### src/rtl/uart_alu_pkg.sv
package uart_alu_pkg;

    ////////////////////////////////////////
    // Word size.
    ////////////////////////////////////////

    // One serial byte, one ALU operand.
    localparam int data_width = 8;

    ////////////////////////////////////////
    // Opcodes.
    ////////////////////////////////////////

    // The second byte of every command frame.
    // Any other value is legal on the line and gives a zero result.
    typedef enum logic [data_width-1:0] {
        op_add = 8'h20, // A plus B.
        op_sub = 8'h22, // A minus B.
        op_and = 8'h24,
        op_or  = 8'h25,
        op_xor = 8'h26,
        op_nor = 8'h27,
        op_srl = 8'h02, // A shifted right, zero fill.
        op_sra = 8'h03  // A shifted right, sign fill.
    } alu_op_t;

    ////////////////////////////////////////
    // Command.
    ////////////////////////////////////////

    // Fields in frame order with operand A first.
    typedef struct packed {
        logic [data_width-1:0] operand_a;
        alu_op_t               opcode;
        logic [data_width-1:0] operand_b; // Shift amount for srl and sra.
    } alu_command_t;

endpackage

### src/rtl/alu.sv
`timescale 1ns/1ps

module alu (
    input  logic                                i_clock,
    input  logic                                i_reset,
    input  uart_alu_pkg::alu_command_t          i_command,
    input  logic                                i_command_valid,
    output logic [uart_alu_pkg::data_width-1:0] o_result,
    output logic                                o_result_valid
);

    import uart_alu_pkg::*;

    localparam int shift_width = $clog2(data_width);

    logic [data_width-1:0]  result_next;
    logic [shift_width-1:0] shift_amount;

    assign shift_amount = i_command.operand_b[shift_width-1:0]; // B modulo 8.

    always_comb begin
        case (i_command.opcode)
            op_add:  result_next = i_command.operand_a + i_command.operand_b;
            op_sub:  result_next = i_command.operand_a - i_command.operand_b;
            op_and:  result_next = i_command.operand_a & i_command.operand_b;
            op_or:   result_next = i_command.operand_a | i_command.operand_b;
            op_xor:  result_next = i_command.operand_a ^ i_command.operand_b;
            op_nor:  result_next = ~(i_command.operand_a | i_command.operand_b);
            op_srl:  result_next = i_command.operand_a >> shift_amount;
            op_sra:  result_next = $signed(i_command.operand_a) >>> shift_amount;
            default: result_next = '0; // Unknown opcode.
        endcase
    end

    // Output stage.
    always_ff @(posedge i_clock) begin
        if (!i_reset) o_result_valid <= 1'b0;
        else          o_result_valid <= i_command_valid;
    end

    always_ff @(posedge i_clock) begin
        if (i_command_valid) o_result <= result_next;
    end

endmodule

### src/rtl/command_assembler.sv
`timescale 1ns/1ps

module command_assembler (
    input  logic                                i_clock,
    input  logic                                i_reset,
    input  logic [uart_alu_pkg::data_width-1:0] i_rx_byte,
    input  logic                                i_rx_valid,
    input  logic                                i_tx_done,
    output uart_alu_pkg::alu_command_t          o_command,
    output logic                                o_command_valid
);

    import uart_alu_pkg::*;

    // One-hot. One state per expected byte plus the wait for the reply.
    typedef enum logic [3:0] {
        st_wait_a  = 4'b0001,
        st_wait_op = 4'b0010,
        st_wait_b  = 4'b0100,
        st_wait_tx = 4'b1000
    } asm_state_t;

    asm_state_t state;

    ////////////////////////////////////////
    // Sequencing.
    ////////////////////////////////////////

    always_ff @(posedge i_clock) begin
        if (!i_reset) begin
            state           <= st_wait_a;
            o_command_valid <= 1'b0;
        end else begin
            o_command_valid <= 1'b0;
            case (state)
                st_wait_a: begin
                    if (i_rx_valid) state <= st_wait_op;
                end
                st_wait_op: begin
                    if (i_rx_valid) state <= st_wait_b;
                end
                st_wait_b: begin
                    if (i_rx_valid) begin
                        state           <= st_wait_tx;
                        o_command_valid <= 1'b1; // Command complete.
                    end
                end
                st_wait_tx: begin
                    // Bytes arriving now are dropped.
                    if (i_tx_done) state <= st_wait_a;
                end
                default: state <= st_wait_a;
            endcase
        end
    end

    // Each field loads on the pulse that carries it.
    always_ff @(posedge i_clock) begin
        if (i_rx_valid) begin
            case (state)
                st_wait_a:  o_command.operand_a <= i_rx_byte;
                st_wait_op: o_command.opcode    <= alu_op_t'(i_rx_byte);
                st_wait_b:  o_command.operand_b <= i_rx_byte;
                default: ; // Held for the ALU.
            endcase
        end
    end

endmodule

### src/rtl/uart_alu_top.sv
`timescale 1ns/1ps

module uart_alu_top #(
    parameter int unsigned clocks_per_bit = 16 // Clock cycles per serial bit.
) (
    input  logic i_clock,
    input  logic i_reset,
    input  logic i_rx,
    output logic o_tx,
    output logic o_tx_busy
);

    import uart_alu_pkg::*;

    logic [data_width-1:0] rx_byte;
    logic                  rx_valid;
    alu_command_t          command;
    logic                  command_valid;
    logic [data_width-1:0] result;
    logic                  result_valid;
    logic                  tx_done;

    ////////////////////////////////////////
    // Receive and assemble.
    ////////////////////////////////////////

    uart_receiver #(
        .clocks_per_bit(clocks_per_bit)
    ) uart_receiver_inst (
        .i_clock   (i_clock),
        .i_reset   (i_reset),
        .i_rx      (i_rx),
        .o_rx_byte (rx_byte),
        .o_rx_valid(rx_valid)
    );

    command_assembler command_assembler_inst (
        .i_clock        (i_clock),
        .i_reset        (i_reset),
        .i_rx_byte      (rx_byte),
        .i_rx_valid     (rx_valid),
        .i_tx_done      (tx_done), // Releases the next frame.
        .o_command      (command),
        .o_command_valid(command_valid)
    );

    ////////////////////////////////////////
    // Compute and reply.
    ////////////////////////////////////////

    alu alu_inst (
        .i_clock        (i_clock),
        .i_reset        (i_reset),
        .i_command      (command),
        .i_command_valid(command_valid),
        .o_result       (result),
        .o_result_valid (result_valid)
    );

    uart_transmitter #(
        .clocks_per_bit(clocks_per_bit)
    ) uart_transmitter_inst (
        .i_clock   (i_clock),
        .i_reset   (i_reset),
        .i_tx_data (result),
        .i_tx_start(result_valid),
        .o_tx      (o_tx),
        .o_tx_busy (o_tx_busy),
        .o_tx_done (tx_done)
    );

endmodule

### src/rtl/uart_receiver.sv
`timescale 1ns/1ps

module uart_receiver #(
    parameter int unsigned clocks_per_bit = 16
) (
    input  logic                                i_clock,
    input  logic                                i_reset,
    input  logic                                i_rx,
    output logic [uart_alu_pkg::data_width-1:0] o_rx_byte,
    output logic                                o_rx_valid
);

    import uart_alu_pkg::*;

    localparam int count_width = $clog2(clocks_per_bit);
    localparam int index_width = $clog2(data_width);

    localparam logic [count_width-1:0] last_count = count_width'(clocks_per_bit - 1);
    localparam logic [count_width-1:0] half_count = count_width'(clocks_per_bit / 2 - 1);
    localparam logic [index_width-1:0] last_index = index_width'(data_width - 1);

    typedef enum logic [1:0] {
        st_idle,
        st_start,
        st_data,
        st_stop
    } rx_state_t;

    rx_state_t              state;
    logic                   rx_meta;
    logic                   rx_sync;
    logic [count_width-1:0] bit_count;
    logic [index_width-1:0] bit_index;
    logic [data_width-1:0]  shift_reg;
    logic                   sample_data;
    logic                   sample_stop;

    // Middle of a data bit and of the stop bit.
    assign sample_data = (state == st_data) && (bit_count == last_count);
    assign sample_stop = (state == st_stop) && (bit_count == last_count);

    ////////////////////////////////////////
    // Frame control.
    ////////////////////////////////////////

    always_ff @(posedge i_clock) begin
        if (!i_reset) begin
            rx_meta    <= 1'b1; // Idle line is high.
            rx_sync    <= 1'b1;
            state      <= st_idle;
            bit_count  <= '0;
            bit_index  <= '0;
            o_rx_valid <= 1'b0;
        end else begin
            rx_meta    <= i_rx;
            rx_sync    <= rx_meta;
            o_rx_valid <= 1'b0;
            case (state)
                st_idle: begin
                    bit_count <= '0;
                    bit_index <= '0;
                    if (!rx_sync) state <= st_start;
                end
                st_start: begin
                    if (bit_count == half_count) begin
                        bit_count <= '0;
                        // A start bit gone high by its middle is noise.
                        state     <= rx_sync ? st_idle : st_data;
                    end else begin
                        bit_count <= bit_count + 1'b1;
                    end
                end
                st_data: begin
                    if (sample_data) begin
                        bit_count <= '0;
                        bit_index <= bit_index + 1'b1;
                        if (bit_index == last_index) state <= st_stop;
                    end else begin
                        bit_count <= bit_count + 1'b1;
                    end
                end
                st_stop: begin
                    if (sample_stop) begin
                        o_rx_valid <= rx_sync; // Framing error drops the byte.
                        state      <= st_idle;
                    end else begin
                        bit_count <= bit_count + 1'b1;
                    end
                end
                default: state <= st_idle;
            endcase
        end
    end

    // Data path. LSB arrives first.
    always_ff @(posedge i_clock) begin
        if (sample_data) shift_reg <= {rx_sync, shift_reg[data_width-1:1]};
        if (sample_stop && rx_sync) o_rx_byte <= shift_reg;
    end

endmodule

### src/rtl/uart_transmitter.sv
`timescale 1ns/1ps

module uart_transmitter #(
    parameter int unsigned clocks_per_bit = 16
) (
    input  logic                                i_clock,
    input  logic                                i_reset,
    input  logic [uart_alu_pkg::data_width-1:0] i_tx_data,
    input  logic                                i_tx_start,
    output logic                                o_tx,
    output logic                                o_tx_busy,
    output logic                                o_tx_done
);

    import uart_alu_pkg::*;

    localparam int count_width = $clog2(clocks_per_bit);
    localparam int index_width = $clog2(data_width);

    localparam logic [count_width-1:0] last_count = count_width'(clocks_per_bit - 1);
    localparam logic [index_width-1:0] last_index = index_width'(data_width - 1);

    typedef enum logic [1:0] {
        st_idle,
        st_start,
        st_data,
        st_stop
    } tx_state_t;

    tx_state_t              state;
    logic [count_width-1:0] bit_count;
    logic [index_width-1:0] bit_index;
    logic [data_width-1:0]  shift_reg;
    logic                   bit_end;

    assign bit_end   = (bit_count == last_count);
    assign o_tx_busy = (state != st_idle);
    assign o_tx_done = (state == st_stop) && bit_end; // Last cycle of the stop bit.

    always_ff @(posedge i_clock) begin
        if (!i_reset) begin
            state     <= st_idle;
            bit_count <= '0;
            bit_index <= '0;
            o_tx      <= 1'b1;
        end else begin
            bit_count <= bit_end ? '0 : bit_count + 1'b1;
            case (state)
                st_idle: begin
                    bit_count <= '0;
                    bit_index <= '0;
                    o_tx      <= 1'b1;
                    if (i_tx_start) begin
                        state <= st_start;
                        o_tx  <= 1'b0; // Start bit.
                    end
                end
                st_start: begin
                    if (bit_end) begin
                        state <= st_data;
                        o_tx  <= shift_reg[0];
                    end
                end
                st_data: begin
                    if (bit_end) begin
                        bit_index <= bit_index + 1'b1;
                        if (bit_index == last_index) begin
                            state <= st_stop;
                            o_tx  <= 1'b1; // Stop bit.
                        end else begin
                            o_tx <= shift_reg[0];
                        end
                    end
                end
                st_stop: begin
                    if (bit_end) state <= st_idle;
                end
                default: state <= st_idle;
            endcase
        end
    end

    // Byte latch. Shifts as each bit goes out.
    always_ff @(posedge i_clock) begin
        if ((state == st_idle) && i_tx_start) begin
            shift_reg <= i_tx_data;
        end else if (((state == st_start) || (state == st_data)) && bit_end) begin
            shift_reg <= shift_reg >> 1;
        end
    end

endmodule

### config.mk
export PLATFORM = sky130hd
export DESIGN_NAME = uart_alu_top
export DESIGN_NICKNAME = d
export VERILOG_FILES = /design/src/rtl/uart_alu_pkg.sv /design/src/rtl/alu.sv /design/src/rtl/command_assembler.sv /design/src/rtl/uart_alu_top.sv /design/src/rtl/uart_receiver.sv /design/src/rtl/uart_transmitter.sv
export SDC_FILE = /design/constraint.sdc
export NUM_CORES = 1
export LEC_CHECK = 0
export ABC_CLOCK_PERIOD_IN_PS = 9200
export BUFFER_PORTS_ARGS = -buffer_cell sky130_fd_sc_hd__buf_2
export CORE_MARGIN = 1.5
export CORE_UTILIZATION = 55
export CTS_BUF_LIST = sky130_fd_sc_hd__clkbuf_8
export CTS_CLUSTER_DIAMETER = 40
export DETAILED_ROUTE_END_ITERATION = 10
export GPL_TIMING_DRIVEN = 0
export HOLD_SLACK_MARGIN = 0.02
export PLACE_DENSITY = 0.71
export SLEW_MARGIN = 25
export SYNTH_ARGS = -nofsm -noshare
export SYNTH_HDL_FRONTEND = slang
export SYNTH_SLANG_ARGS = --single-unit
### constraint.sdc
create_clock -name i_clock -period 9.2 [get_ports i_clock]
set_input_delay 1.84 -clock i_clock [delete_from_list [all_inputs] [get_ports i_clock]]
set_output_delay 1.84 -clock i_clock [all_outputs]
set_load 0.05 [all_outputs]
==> results.cfg <==
[synthesis]
synth_top_cell_by_area = edfxtp_1
synth_common_cells = edfxtp_1, ha_1, nand2_1
yosys-mux-area-fraction_pct = 6.766
synthCells = 417
synth-compound-area-share_pct = 11.49
avgSynthCellArea_sq_um = 10.86
synth_fp_nets = 455
synth-seq-cells = 84
synth-edff-count = 56
synth_area_leaders = edfxtp_1, dfxtp_1, ha_1, mux2i_1, xnor2_1
synth_most_common_cell = edfxtp_1
synth_top_family_by_area = simple AND/OR/NAND/NOR gates
netlist.area_leader.share_pct = 37.12
async_reset_ff_share_pct = 0
synth-simple-area-share_pct = 13.39
synth_warnings = 0
yosys_most_used_dff = edfxtp_1
synth_xor_area_share_pct = 4.253
synth_fa_ha_area_share_pct = 9.832
syn-cell-area_sq_um = 4531
synth_cell_types = 60
synth.yosys.seq_area_share_pct = 49.49

[power_and_ir_drop]
switching_share_pct = 22.74
clkPwrFrac_pct = 36.8
p_switching_w = 0.0001577
power_frac_comb_pct = 5.0
seqPwrFrac_pct = 58.2
leakage_nw = 1.932
p_int_w = 0.0005359
ir_worst_vdd_mv = 0.1447
p_per_area_nw_per_um2 = 141.5

[sta]
final.setup.tns_ns = 0
timing.max_slew.rel_slack_pct = 55.96
hold_viol = 0
period_needed_ns = 4.029
drv_slew = 0
period_share_pct = 43.79
fmax_mhz = 248.2
final.setup_skew_ns = 0.01375
layout_setup_ws_ns = 5.171
worst_pin_slew_ns = 0.6570
rsz0062_at_grt = false
hold_ws_ns = 0.4184
setup_viol = 0

[route]
num_vias = 3125
drt_pre_antenna_iters = 4
dr.first_iter.drc_count = 128
wirelength_mm = 8.597
viasPerCell = 5.776
ant_nets = 0
wl_per_cell_um = 15.89
drc_errors = 0

[global_routing]
grt_start_max_net_pins = 15
grt_pass1_vias = 2977
grtUsageTotal_pct = 21.56
antenna_found_initial = 0
grt_pass1_wl_mm = 14.48
overflow = 0

[setup_path]
cp.required_ns = 9.29
end_kind = flip-flop
path_cells = nor4b_1 > nand2_1 > or2_2 > buf_6 > nor2_8 > mux2_2 > inv_1 > ha_1 > nor2b_4 > o31a_1 > or4_1 > a31oi_1 > xnor2_1 > o221ai_1
crit_start = command_assembler_inst.o_command[15]$_DFFE_PP_
critPathLaunchType = flip-flop
worst-path-buf-inv = 2
critPathArrivalTime_ns = 4.12
critPathSlowestCell = edfxtp_1
critical_path.top_delay_family = simple AND/OR/NAND/NOR gates
reg2reg_from = command_assembler_inst.o_command[15]$_DFFE_PP_
cp_slowest_stage_delay_ns = 0.42
cp_max_fo = 8
critPathKind = flip-flop to flip-flop

[final_layout]
largest-register = command_assembler_inst.o_command
area_growth_pct = 8.230
largest_reg_flops = 24
layout-drive-gt1-share_pct = 10.25
n_antenna_cell = 0
fillerInstances = 648
fin_nets = 472

[die]
ioPinCount = 5
start_util_pct = 57.73
num_rows = 32
dieArea_sq_um = 8791
core_sq_um = 7848
die_h_um = 93.76
die_w_um = 93.76

[cts]
root_buffer = clkbuf_8
post_cts_buffers = 0
clk_path_buf_depth = 2
cts_tree = done
clk_latency_ns = 0.36
ctsHoldBuffers = 0
clock-sinks = 84
numCtsBuffers = 9
post_cts_resized = 0
cts_max_level = 3
clk_pin_slew_ns = 0.09

[job]
maxCapViolations = 0

[run_status]
status = completed

[hold_path]
hold_path.class = flip-flop to flip-flop
holdCritStartpoint = uart_receiver_inst.rx_meta$_SDFF_PN1_

[placement]
pre_cts_slack_ns = 5.219
gp_congestion = 0.9175
place_hpwl_mm = 6.334
port_buffers = 4
[through the flow]
step | util [%] | std cells | power (W) | instance area, sq um
6_report | 62.48 | 541 | 0.0006936 | 4903
5_1_grt | 62.48 | 541 | 0.0007205 | 4903
4_1_cts | 62.36 | 541 | 0.0007029 | 4893
3_5_place_dp | 59.93 | 525 | 0.0004462 | 4703
3_3_place_gp | 59.61 | 523 | 0.0004444 | 4678
2_1_floorplan | - | 417 | 0.0004377 | 4531
[per-layer routing]
metal	up-vias	share of wire, %	track usage [%]
li1	1539	-	-
met1	1510	47	28.48
met2	68	48	34.96
met3	8	3.9	5.259
met4	0	1.3	6.841
met5	-	0	0
[path summary, 6_finish.rpt]
path	cells after the start	slack, ns	endpoint
worst max-delay path	14	5.17	alu_inst.o_result[7]$_DFFE_PP_
worst min-delay path	1	0.42	uart_receiver_inst.rx_sync$_SDFF_PN1_
worst max register to register	14	5.17	alu_inst.o_result[7]$_DFFE_PP_
worst min register to register	1	0.42	uart_receiver_inst.rx_sync$_SDFF_PN1_
[final cells by class]
class,instances,area [sq um],area share (%)
plain buffers,21,115.1,2.348
clock buffers,9,123.9,2.526
clock inverters,7,66.31,1.352
inverters,27,101.3,2.067
multi-input cells,285,2095,42.72
flip-flops and latches,84,2242,45.73
well taps,102,127.6,2.603
repair buffers,6,32.53,0.6634
[cells in the final DEF (no fill, tap or decap), drive strengths merged, types with 3 or more instances in the layout]
master,count
a31oi,3
a21oi,15
nand2b,6
nor2b,5
dfxtp,28
inv,31
o211a,3
clkbuf,24
and2,4
o221ai,3
nor4,5
xor2,5
ha,34
o21ai,25
nor2,31
o211ai,5
a22oi,7
buf,12
mux2,9
nand2,33
edfxtp,56
mux2i,16
nand3,13
nor3,11
xnor2,17
[cell families (layout without fill, tap and decap cells)]
| kind of cell | Yosys count | in the layout |
|---|---|---|
| AO/OA/AOI/OAI | 80 | 80 |
| XOR/XNOR | 22 | 22 |
| adder cells (fa/ha/maj) | 35 | 35 |
| buffers and inverters | 48 | 70 |
| flip-flops | 84 | 84 |
| multiplexers | 27 | 27 |
| AND/OR/NAND/NOR | 121 | 121 |
[power by group through the flow]
| stage | registers (W) | clock network, W | logic (W) |
|---|---|---|---|
| final | 0.000404 | 0.000255 | 0.0000347 |
| after global routing | 0.000404 | 0.000278 | 0.0000388 |
| after CTS | 0.000403 | 0.000265 | 0.0000344 |
| after detailed placement | 0.000412 | 0 | 0.0000342 |
| after global placement | 0.000412 | 0 | 0.0000326 |
| after floorplan | 0.000415 | 0 | 0.0000227 |
Power figures use the tool's default switching activity.
